===== src/source/apb_pkg.sv =====
package apb_pkg;

	//////////////////////////////////////////////////
	// Bus widths

	localparam int addr_width = 32;
	localparam int data_width = 32;
	localparam int strb_width = data_width / 8;

	//////////////////////////////////////////////////
	// Address window of the bridge

	localparam logic [addr_width-1:0] base_addr = 32'h4000_0000;
	localparam int block_size = 32'h0000_0800;
	localparam int num_ports = 2;

	// Offset bits inside one peripheral block
	localparam int block_bits = $clog2(block_size);
	localparam int index_bits = $clog2(num_ports);
	localparam int tag_bits = addr_width - block_bits - index_bits;

	// Upper address bits that must match for a hit in the window
	localparam logic [tag_bits-1:0] base_tag = base_addr[addr_width-1 -: tag_bits];

	// Device index of each peripheral on the bridge
	localparam int ram_port = 0;
	localparam int mbox_port = 1;

	//////////////////////////////////////////////////
	// Peripheral sizes

	localparam int ram_words = 4;
	localparam int ram_index_bits = $clog2(ram_words);
	localparam int ram_byte_bits = $clog2(strb_width);
	// Offsets at or above 1 << ram_span_bits fall outside the RAM
	localparam int ram_span_bits = ram_index_bits + ram_byte_bits;

	localparam int fifo_depth = 4;
	localparam int fifo_ptr_bits = $clog2(fifo_depth);

	// Mailbox register map
	localparam logic [block_bits-1:0] mbox_data_off = 'h000;
	localparam logic [block_bits-1:0] mbox_count_off = 'h004;

	//////////////////////////////////////////////////
	// Bus types

	// One address word, seen flat or split into window fields
	typedef union packed {
		logic [addr_width-1:0] word;
		struct packed {
			logic [tag_bits-1:0] tag;
			logic [index_bits-1:0] devid;
			logic [block_bits-1:0] offset;
		} dec;
	} apb_addr_u;

	// Requester side of a link
	typedef struct packed {
		logic psel;
		logic penable;
		logic pwrite;
		apb_addr_u paddr;
		logic [data_width-1:0] pwdata;
		logic [strb_width-1:0] pstrb;
		logic [2:0] pprot;
	} apb_req_t;

	// Completer side of a link
	typedef struct packed {
		logic pready;
		logic [data_width-1:0] prdata;
		logic pslverr;
	} apb_rsp_t;

endpackage


===== src/source/apb_req_slice.sv =====
`timescale 1ns/1ps

module apb_req_slice import apb_pkg::*; (
	input logic pclk,
	input logic arst_n,
	input apb_req_t up_req,
	output apb_rsp_t up_rsp,
	output apb_req_t mid_req,
	input apb_rsp_t mid_rsp
);

	//////////////////////////////////////////////////
	// Downstream sequencer

	typedef enum logic [1:0] {
		st_idle,
		st_setup,
		st_access
	} state_t;

	state_t state;

	// Captured copy of the upstream request
	apb_req_t req_q;

	// Registered response back to the upstream port
	logic rsp_ready_q;
	logic rsp_err_q;
	logic [data_width-1:0] rsp_data_q;

	logic up_start;
	logic mid_done;

	// Upstream setup phase seen while nothing is in flight
	// Pending response cycle blocks a new capture
	assign up_start = (state == st_idle) && up_req.psel && !up_req.penable && !rsp_ready_q;

	// Downstream completer finished the access
	assign mid_done = (state == st_access) && mid_rsp.pready;

	always_ff @(posedge pclk or negedge arst_n) begin
		if (!arst_n) begin
			state <= st_idle;
			rsp_ready_q <= 1'b0;
		end else begin
			// Upstream pready is a one cycle pulse after the downstream finish
			rsp_ready_q <= mid_done;
			case (state)
				st_idle: begin
					if (up_start)
						state <= st_setup;
				end
				st_setup: begin
					state <= st_access;
				end
				st_access: begin
					// Wait states simply hold us here
					if (mid_done)
						state <= st_idle;
				end
				default: begin
					state <= st_idle;
				end
			endcase
		end
	end

	//////////////////////////////////////////////////
	// Payload registers

	always_ff @(posedge pclk) begin
		if (up_start)
			req_q <= up_req;
		if (mid_done) begin
			rsp_data_q <= mid_rsp.prdata;
			rsp_err_q <= mid_rsp.pslverr;
		end
	end

	// Replay the captured request with our own phase bits
	always_comb begin
		mid_req = req_q;
		mid_req.psel = (state != st_idle);
		mid_req.penable = (state == st_access);
	end

	always_comb begin
		up_rsp.pready = rsp_ready_q;
		up_rsp.prdata = rsp_data_q;
		up_rsp.pslverr = rsp_err_q;
	end

endmodule


===== src/source/apb_bridge.sv =====
`timescale 1ns/1ps

module apb_bridge import apb_pkg::*; (
	input apb_req_t mid_req,
	output apb_rsp_t mid_rsp,
	output apb_req_t dev_req [num_ports],
	input apb_rsp_t dev_rsp [num_ports]
);

	//////////////////////////////////////////////////
	// Address decoding

	logic [tag_bits-1:0] tag;
	logic [index_bits-1:0] devid;
	logic win_match;

	always_comb begin
		tag = mid_req.paddr.dec.tag;
		devid = mid_req.paddr.dec.devid;

		// Upper bits have to land inside the bridge window
		// Every index value inside the window names a port
		win_match = (tag == base_tag);
	end

	//////////////////////////////////////////////////
	// Request fan-out

	always_comb begin
		for (int i = 0; i < num_ports; i++) begin
			// Shared control and data go to every port unchanged
			dev_req[i] = mid_req;

			// Peripherals only see the offset inside their own block
			dev_req[i].paddr.word = addr_width'(mid_req.paddr.dec.offset);

			// Only the addressed port gets psel
			dev_req[i].psel = mid_req.psel && win_match && (int'(devid) == i);
		end
	end

	//////////////////////////////////////////////////
	// Response mux

	always_comb begin
		// Idle bus returns all zeros
		mid_rsp = '0;

		if (mid_req.psel) begin
			if (win_match) begin
				// Forward the selected peripheral
				mid_rsp = dev_rsp[devid];
			end else begin
				// Nobody owns this address
				// Answer in the first access cycle with an error so the bus never hangs
				mid_rsp.pready = mid_req.penable;
				mid_rsp.pslverr = mid_req.penable;
			end
		end
	end

endmodule


===== src/source/apb_scratch_ram.sv =====
`timescale 1ns/1ps

module apb_scratch_ram import apb_pkg::*; (
	input logic pclk,
	input logic arst_n,
	input apb_req_t req,
	output apb_rsp_t rsp
);

	//////////////////////////////////////////////////
	// Decode

	logic [data_width-1:0] mem [ram_words];

	logic [ram_index_bits-1:0] word_idx;
	logic in_range;
	logic access;
	logic wait_q;
	logic done;

	// Word select from the byte offset
	assign word_idx = req.paddr.dec.offset[ram_byte_bits +: ram_index_bits];

	// Anything above the last word is an error
	assign in_range = (req.paddr.dec.offset[block_bits-1:ram_span_bits] == '0);

	assign access = req.psel && req.penable;

	// Complete in the second access cycle
	assign done = access && wait_q;

	//////////////////////////////////////////////////
	// Wait state

	always_ff @(posedge pclk or negedge arst_n) begin
		if (!arst_n) begin
			wait_q <= 1'b0;
		end else begin
			// Set in first access cycle, clear once the transfer completes
			wait_q <= access && !wait_q;
		end
	end

	//////////////////////////////////////////////////
	// Storage

	always_ff @(posedge pclk or negedge arst_n) begin
		if (!arst_n) begin
			for (int w = 0; w < ram_words; w++)
				mem[w] <= '0;
		end else if (done && req.pwrite && in_range) begin
			// Byte lanes without a strobe keep their old contents
			for (int b = 0; b < strb_width; b++) begin
				if (req.pstrb[b])
					mem[word_idx][8*b +: 8] <= req.pwdata[8*b +: 8];
			end
		end
	end

	//////////////////////////////////////////////////
	// Response

	always_comb begin
		rsp.pready = done;
		rsp.prdata = (done && !req.pwrite && in_range) ? mem[word_idx] : '0;
		rsp.pslverr = done && !in_range;
	end

endmodule


===== src/source/apb_mailbox.sv =====
`timescale 1ns/1ps

module apb_mailbox import apb_pkg::*; (
	input logic pclk,
	input logic arst_n,
	input apb_req_t req,
	output apb_rsp_t rsp
);

	//////////////////////////////////////////////////
	// FIFO state

	logic [data_width-1:0] fifo [fifo_depth];

	logic [fifo_ptr_bits-1:0] wr_ptr;
	logic [fifo_ptr_bits-1:0] rd_ptr;
	logic [fifo_ptr_bits:0] count;

	logic full;
	logic empty;

	assign full = (count == (fifo_ptr_bits+1)'(fifo_depth));
	assign empty = (count == '0);

	//////////////////////////////////////////////////
	// Access decode

	logic access;
	logic is_data;
	logic is_count;
	logic push;
	logic pop;
	logic cnt_rd;
	logic err;

	// No wait states, every access ends in its first cycle
	assign access = req.psel && req.penable;

	assign is_data = (req.paddr.dec.offset == mbox_data_off);
	assign is_count = (req.paddr.dec.offset == mbox_count_off);

	// Data register pushes on write and pops on read
	assign push = access && is_data && req.pwrite && !full;
	assign pop = access && is_data && !req.pwrite && !empty;

	// Count register is read only
	assign cnt_rd = access && is_count && !req.pwrite;

	// Push when full, pop when empty, count writes and unmapped offsets
	assign err = access && !(push || pop || cnt_rd);

	//////////////////////////////////////////////////
	// Pointers and fill level

	always_ff @(posedge pclk or negedge arst_n) begin
		if (!arst_n) begin
			wr_ptr <= '0;
			rd_ptr <= '0;
			count <= '0;
		end else begin
			if (push) begin
				wr_ptr <= (wr_ptr == fifo_ptr_bits'(fifo_depth - 1)) ? '0 : wr_ptr + 1'b1;
				count <= count + 1'b1;
			end
			if (pop) begin
				rd_ptr <= (rd_ptr == fifo_ptr_bits'(fifo_depth - 1)) ? '0 : rd_ptr + 1'b1;
				count <= count - 1'b1;
			end
		end
	end

	// Entry storage
	always_ff @(posedge pclk) begin
		if (push)
			fifo[wr_ptr] <= req.pwdata;
	end

	//////////////////////////////////////////////////
	// Response

	always_comb begin
		rsp.pready = access;
		rsp.pslverr = err;
		if (pop)
			rsp.prdata = fifo[rd_ptr];
		else if (cnt_rd)
			rsp.prdata = data_width'(count);
		else
			rsp.prdata = '0;
	end

endmodule


===== src/source/apb_subsys_top.sv =====
`timescale 1ns/1ps

module apb_subsys_top import apb_pkg::*; (
	input logic pclk,
	input logic arst_n,
	input apb_req_t up_req,
	output apb_rsp_t up_rsp
);

	//////////////////////////////////////////////////
	// Internal links

	// Slice to bridge
	apb_req_t mid_req;
	apb_rsp_t mid_rsp;

	// Bridge to peripherals
	apb_req_t dev_req [num_ports];
	apb_rsp_t dev_rsp [num_ports];

	//////////////////////////////////////////////////
	// Register slice on the upstream port

	apb_req_slice u_slice (
		.pclk(pclk),
		.arst_n(arst_n),
		.up_req(up_req),
		.up_rsp(up_rsp),
		.mid_req(mid_req),
		.mid_rsp(mid_rsp)
	);

	//////////////////////////////////////////////////
	// Address decode

	apb_bridge u_bridge (
		.mid_req(mid_req),
		.mid_rsp(mid_rsp),
		.dev_req(dev_req),
		.dev_rsp(dev_rsp)
	);

	//////////////////////////////////////////////////
	// Peripherals

	// Block 0 scratch RAM
	apb_scratch_ram u_ram (
		.pclk(pclk),
		.arst_n(arst_n),
		.req(dev_req[ram_port]),
		.rsp(dev_rsp[ram_port])
	);

	// Block 1 mailbox
	apb_mailbox u_mbox (
		.pclk(pclk),
		.arst_n(arst_n),
		.req(dev_req[mbox_port]),
		.rsp(dev_rsp[mbox_port])
	);

endmodule


===== config.mk =====
export PLATFORM = sky130hd
export DESIGN_NAME = apb_subsys_top
export DESIGN_NICKNAME = d
export VERILOG_FILES = /design/src/source/apb_pkg.sv /design/src/source/apb_req_slice.sv /design/src/source/apb_bridge.sv /design/src/source/apb_scratch_ram.sv /design/src/source/apb_mailbox.sv /design/src/source/apb_subsys_top.sv
export SDC_FILE = /design/constraint.sdc
export NUM_CORES = 1
export LEC_CHECK = 0
export CORE_MARGIN = 4
export CORE_UTILIZATION = 54
export CTS_BUF_LIST = sky130_fd_sc_hd__clkbuf_8
export CTS_CLUSTER_SIZE = 40
export DETAILED_ROUTE_END_ITERATION = 8
export DONT_BUFFER_PORTS = 1
export MAX_ROUTING_LAYER = met4
export PLACE_DENSITY = 0.71
export SLEW_MARGIN = 20
export SYNTH_ARGS = -nofsm -noshare
export SYNTH_HDL_FRONTEND = slang
export SYNTH_SLANG_ARGS = --single-unit

===== constraint.sdc =====
create_clock -name pclk -period 20.3 [get_ports pclk]
set_input_delay 1.015 -clock pclk [delete_from_list [all_inputs] [get_ports pclk]]
set_output_delay 1.015 -clock pclk [all_outputs]
set_load 0.02 [all_outputs]

Word level (Yosys, flattened, before mapping):

Memories as Yosys holds them, arrays and structs flattened.
Cells that the tools add are included.

* flip-flop bits (word level): 241
* latch bits: 0
* bits in writable memories: 128
* memory bits (read-only): 0
* input bits: 76
* logic and storage cells: 120
* memories kept: 1

Memories
* u_mbox.fifo: depth 4, bits a word 32, rd ports 1, clocked after memory_dff 0, wr ports 1, line apb_mailbox.sv:13 `logic [data_width-1:0] fifo [fifo_depth];`

* add/subtract/negate cells: 4
* $mul: 0
* divide/modulo/power cells: 0
* order comparisons: 3
* equal/unequal tests: 9
* shifts and indexed selects: 0
* mux-type cells: 41
* bitwise gates (word level): 3
* reductions and logical operators: 43

Operator list (count)
* $mux W128: 7
* $bwmux W128: 4
* $demux W32 S2: 4
* $mux W32: 6
* $mux W34: 4
* $bmux W32 S2: 1
* $logic_and A1 B1 Y1: 25
* $mux W24: 1
* $eq A20 B19 Y1 const B: 1
* $mux W16: 1
* $eq A11 B3 Y1 const B: 1
* $logic_not A11 Y1: 1
* $mux W3: 3
* $logic_not A1 Y1: 8
* $mux W2: 4
* $mux W8: 1
* $logic_not A7 Y1: 1
* $eq A2 B2 Y1 const B: 3
* $pmux W2 S3: 1
* $add A2 B1 Y2 const B: 2
* $mux W1: 4
* $reduce_and A2 Y1: 2
* $reduce_bool A2 Y1: 2
* $add A3 B1 Y3 const B: 1
* 14 further kinds: 15

Depth between registers and ports, before layout:

* depth after elaboration: 19
* mapped depth: 10
* depth with buffers taken out: 8

Cells and area by module:

From an unflattened synthesis, not the netlist that was laid out.

* cell total of the unflattened synthesis: 1004
* area, all modules: 16733.5 µm²

By module, submodules not included
* apb_scratch_ram: instances 1, cells each 386, area each 6178.4 µm²
* apb_mailbox: instances 1, cells each 266, area each 5497.8 µm²
* apb_req_slice: instances 1, cells each 117, area each 3300.7 µm²
* apb_bridge: instances 1, cells each 235, area each 1756.7 µm²

Worst setup path before layout:

OpenSTA, ideal clock, no wires.

* kind: input to register
* start point: in up_req[72] (netlist name)
* end point: reg u_slice.req_q (netlist bit u_slice.mid_req[10]) (enable)
* setup time: 0.674 ns
* arrival: 7.773 ns
* data required time: 19.626 ns
* setup slack: 11.853 ns
* stages: 1
* cell sequence: nor4_1

* longest elaborated chain between the ends: 3

RTL lines
* start: declaration: line apb_subsys_top.sv:6 `input apb_req_t up_req,`
* $logic_not A1 Y1: line apb_req_slice.sv:36 `assign up_start = (state == st_idle) && up_req.psel && !up_req.penable && !rsp_ready_q;`
* $logic_and A1 B1 Y1 (2 in a row): line apb_req_slice.sv:36
* end signal: assignment: line apb_req_slice.sv:73 `req_q <= up_req;`
* end: declaration: line apb_req_slice.sv:24 `apb_req_t req_q;`

No other way between the ends.
A chain may end at the register's enable or synchronous reset.

Worst setup path after layout:

* start point: reg u_slice.req_q (netlist bit u_slice.mid_req[58])
* end point: reg u_mbox.count[2]

* longest elaborated chain between the ends: 8

RTL lines
* $eq A20 B19 Y1 *: line apb_bridge.sv:23 `win_match = (tag == base_tag);`
* $logic_and A1 B1 Y1 * (2 in a row): line apb_bridge.sv:38 `dev_req[i].psel = mid_req.psel && win_match && (int'(devid) == i);`
* $logic_and A1 B1 Y1 *: line apb_mailbox.sv:37 `assign access = req.psel && req.penable;`
* $logic_and A1 B1 Y1 *: line apb_mailbox.sv:43, apb_mailbox.sv:44
* $logic_and A1 B1 Y1 (on tied branches) (2 in a row): line apb_mailbox.sv:44, apb_mailbox.sv:43
* $mux W3 or $reduce_bool A2 Y1 (tied branches)
* end signal: assignment: line apb_mailbox.sv:63 `count <= count + 1'b1;`
* end signal: assignment: line apb_mailbox.sv:67 `count <= count - 1'b1;`
* end: declaration: line apb_mailbox.sv:17 `logic [fifo_ptr_bits:0] count;`

Every way passes the cells marked *; elsewhere a longest branch is shown, timed or not.

==> flow_metrics.env <==
export IMPL_status="finished, final reports clean"
export IMPL_overflow=0
export IMPL_hold_slack_ps=145.4
export IMPL_num_rows=60
export IMPL_grt_max_degree=140
export IMPL_grt_pass1_vias=7989
export IMPL_hold_path_class="in -> async"
export IMPL_fp_dieH_um=173.2
export IMPL_cp_data_arrival_time_ps=4830
export IMPL_ys_ff_latch=369
export IMPL_postSynthAreaPerCell_um2=19.76
export IMPL_postCtsHoldBufs=0
export IMPL_synthFlopType="edfxtp_1"
export IMPL_endpoint="u_mbox.count[2]$_DFFE_PN0P_"
export IMPL_power_leakage_uw=0.006294
export IMPL_maxCapViolations=0
export IMPL_ant_nets=0
export IMPL_fill_cells=1922
export IMPL_vias=7241
export IMPL_synthCells=746
export IMPL_met1_length_mm=11.82
export IMPL_crit_path_start="u_slice.mid_req[58]$_DFFE_PP_"
export IMPL_drt_first_pass_iters=5
export IMPL_cts_htree_levels=2
export IMPL_dr_wl_met3_mm=1.747
export IMPL_slew_violations=0
export IMPL_yosysTopAreaCell="edfxtp_1"
export IMPL_wl_met2_mm=14.58
export IMPL_synth_area_um2=14740
export IMPL_synth_top_area_share_pct=46.86
export IMPL_cp_end_kind="flip-flop"
export IMPL_io_buffer_count=0
export IMPL_finalCritPeriodShare_pct=21.55
export IMPL_ir_worst_vdd_mv=0.06547
export IMPL_yosys_top_cells_area="edfxtp_1, dfrtp_1, mux4_2"
export IMPL_fin_tns_setup_ps=0
export IMPL_min_period_ps=4376
export IMPL_cts_sinks=369
export IMPL_track_usage_pct=20.08
export IMPL_route_detailed_drc=0
export IMPL_cts_buffers=58
export IMPL_r2r_setup_slack_ps=15920
export IMPL_clock_path_buffers=3
export IMPL_synth_enable_flop_cells=230
export IMPL_hold_violations=0
export IMPL_yosysWarnings=0
export IMPL_nets=866
export IMPL_cts_resized=0
export IMPL_cts_post_setup_buffers_inserted=0
export IMPL_fmax_mhz=228.5
export IMPL_crit_required_ps=20750
export IMPL_wl_per_cell_um=24.39
export IMPL_dieArea_um2=30000
export IMPL_yosysSeqAreaShare_pct=70.46
export IMPL_drtIter0Drc=596
export IMPL_async_flop_share_pct=37.67
export IMPL_die_w_um=173.2
export IMPL_rr_startpoint="u_slice.mid_req[58]$_DFFE_PP_"
export IMPL_cp_start_kind="flip-flop"
export IMPL_syn_num_nets=828
export IMPL_vias_per_cell=6.157
export IMPL_cts_tree="built"
export IMPL_antenna_found_initial=2
export IMPL_grt_pass1_wl_mm=45.56
export IMPL_drive_gt1_share_pct=37.09
export IMPL_routed_wl_mm=28.68
export IMPL_reg2reg_to="u_mbox.count[2]$_DFFE_PN0P_"
export IMPL_ys_types=48
export IMPL_relSlewSlack_pct=34.96
export IMPL_coreArea_um2=26880
export IMPL_crit_fanout=35
export IMPL_pwr_density_cell_nw_per_um2=88.09
export IMPL_areaGrowthSynthToFinish_pct=10.24
export IMPL_initial_utilization_pct=54.84
export IMPL_globalplace_congestion=0.7870
export IMPL_ios=110
export IMPL_cts_root_buffer="clkbuf_8"
export IMPL_clk_pin_slew_ps=60
export IMPL_routed_top_layer="met4"
export IMPL_hpwl_mm=17.05
export IMPL_setup_viol=0
export IMPL_clk_latency_ps=580
export IMPL_path_class="reg -> reg"
export IMPL_tightest_slew_ps=975.6
export IMPL_rsz0062_at_grt="no"
export IMPL_skew_ps=23.18
export IMPL_reg2reg_depth=9
[kinds of logic (layout without fill, tap and decap cells)]
logic type | after synthesis | count (layout) | share of synthesized area (%)
muxes | 198 | 198 | 20.21
adders and majority gates | 6 | 6 | 0.5603
buffers and inverters | 43 | 130 | 1.350
other | 0 | 2 | 0
DFF | 369 | 369 | 70.46
xor gates and xnor gates | 2 | 2 | 0.1189
AOI/OAI and AO/OA | 42 | 42 | 2.632
and+or+nand+nor | 86 | 86 | 4.669
[synth_stat cells (2+ instances only)]
cell type / number
mux2_2: 125
mux2_4: 8
nand3_1: 12
nor2_1: 8
inv_1: 7
nor4_1: 8
o41ai_1: 2
dfrtp_1: 139
a221o_1: 3
buf_1: 3
edfxtp_1: 230
nor4bb_1: 2
o21ai_0: 3
nand2b_1: 3
ha_1: 5
nor2b_1: 2
and2_1: 7
a32o_1: 29
nor3_4: 13
nor3_2: 3
clkbuf_1: 24
buf_4: 2
nand4_1: 6
or2_2: 2
or4_1: 5
mux4_2: 64
nor4_2: 2
nand2_1: 5
buf_2: 5
[metrics by stage]
stage | cells | util [%] | setup WS (ps) | total power (µW) | area [µm²]
floorplan | 746 | - | 11850 | 852.1 | 14740
global placement | 1065 | 56.26 | 16020 | 858.3 | 15120
detailed placement | 1065 | 56.26 | 15930 | 859.8 | 15120
CTS | 1174 | 60.44 | 15920 | 1449 | 16240
global route | 1176 | 60.46 | 15770 | 1490 | 16250
finish | 1176 | 60.46 | 15920 | 1431 | 16250
[critical path, cell delays in order (launching register included)]
cell and delay (ps):
edfxtp_1 350, or4_1 550, or4_2 1150, nor4_4 370, buf_4 500, inv_1 130
fa_1 500, mux2_2 290, o41ai_1 260, o31ai_1 120
[final cells by class]
cell class	count	area (µm²)	share of cell area (%)
clock inverter	44	229.0	1.409
inverter	7	26.28	0.1617
antenna	2	5.005	0.03080
clock buffer	65	894.6	5.506
sequential	369	10390	63.92
timing repair buffer	14	105.1	0.6469
multi-input combinational	334	4175	25.70
tap	341	426.7	2.626
[state kept, by name, summed over array words and instances, names as in the netlist, 2 cells and up]
| register | flops |
|---|---|
| u_mbox.fifo | 128 |
| u_mbox.count | 3 |
| u_mbox.wr_ptr | 2 |
| u_mbox.rd_ptr | 2 |
| u_slice.rsp_data_q | 32 |
| u_slice.state | 2 |
| u_slice.mid_req | 69 |
| u_ram.mem | 128 |
[where the power goes]
| part | total, µW | internal (µW) | switching [µW] |
|---|---|---|---|
| clock | 587 | 317 | 269 |
| sequential | 827 | 812 | 14.2 |
| combinational | 18.0 | 4.69 | 13.3 |
| total | 1430 | 1130 | 297 |
[layer usage]
metal,up-vias,track usage [%]
li1,3121,-
met1,3819,26.16
met3,43,4.776
met5,-,-
met2,258,32.06
met4,0,6.019
[how the worst min path moves through the flow]
| stage | startpoint | end | cells past startpoint | slack, ps |
|---|---|---|---|---|
| 2_1_floorplan | u_slice.rsp_ready_q$_DFF_PN0_ | u_slice.state[0]$_DFFE_PN0P_ | 1 | 430 |
| 3_3_place_gp | u_ram.mem[55]$_DFFE_PN0P_ | u_ram.mem[55]$_DFFE_PN0P_ | 1 | 480 |
| 3_5_place_dp | u_ram.mem[37]$_DFFE_PN0P_ | u_ram.mem[37]$_DFFE_PN0P_ | 1 | 490 |
| 4_1_cts | arst_n | u_ram.mem[110]$_DFFE_PN0P_ | 0 | 90 |
| 5_1_grt | arst_n | u_ram.mem[18]$_DFFE_PN0P_ | 0 | 110 |
| 6_report | arst_n | u_ram.mem[18]$_DFFE_PN0P_ | 0 | 150 |
[cells in the final DEF (no fill, tap or decap), types with 4 or more instances in the layout]
| master | synthesis | layout |
|---|---|---|
| nor3_4 | 13 | 13 |
| mux2_2 | 125 | 125 |
| or4_1 | 5 | 4 |
| a32o_1 | 29 | 29 |
| mux4_2 | 64 | 64 |
| buf_4 | 2 | 14 |
| nor4_1 | 8 | 7 |
| nand2_1 | 5 | 5 |
| nand3_1 | 12 | 12 |
| edfxtp_1 | 230 | 230 |
| and2_1 | 7 | 7 |
| inv_1 | 7 | 35 |
| dfrtp_1 | 139 | 138 |
| nor2_1 | 8 | 8 |
| mux2_4 | 8 | 8 |
| ha_1 | 5 | 5 |
| clkinv_1 | 0 | 9 |
| clkbuf_8 | 0 | 65 |
| nand4_1 | 6 | 6 |
(Power assumes the default switching activity.)
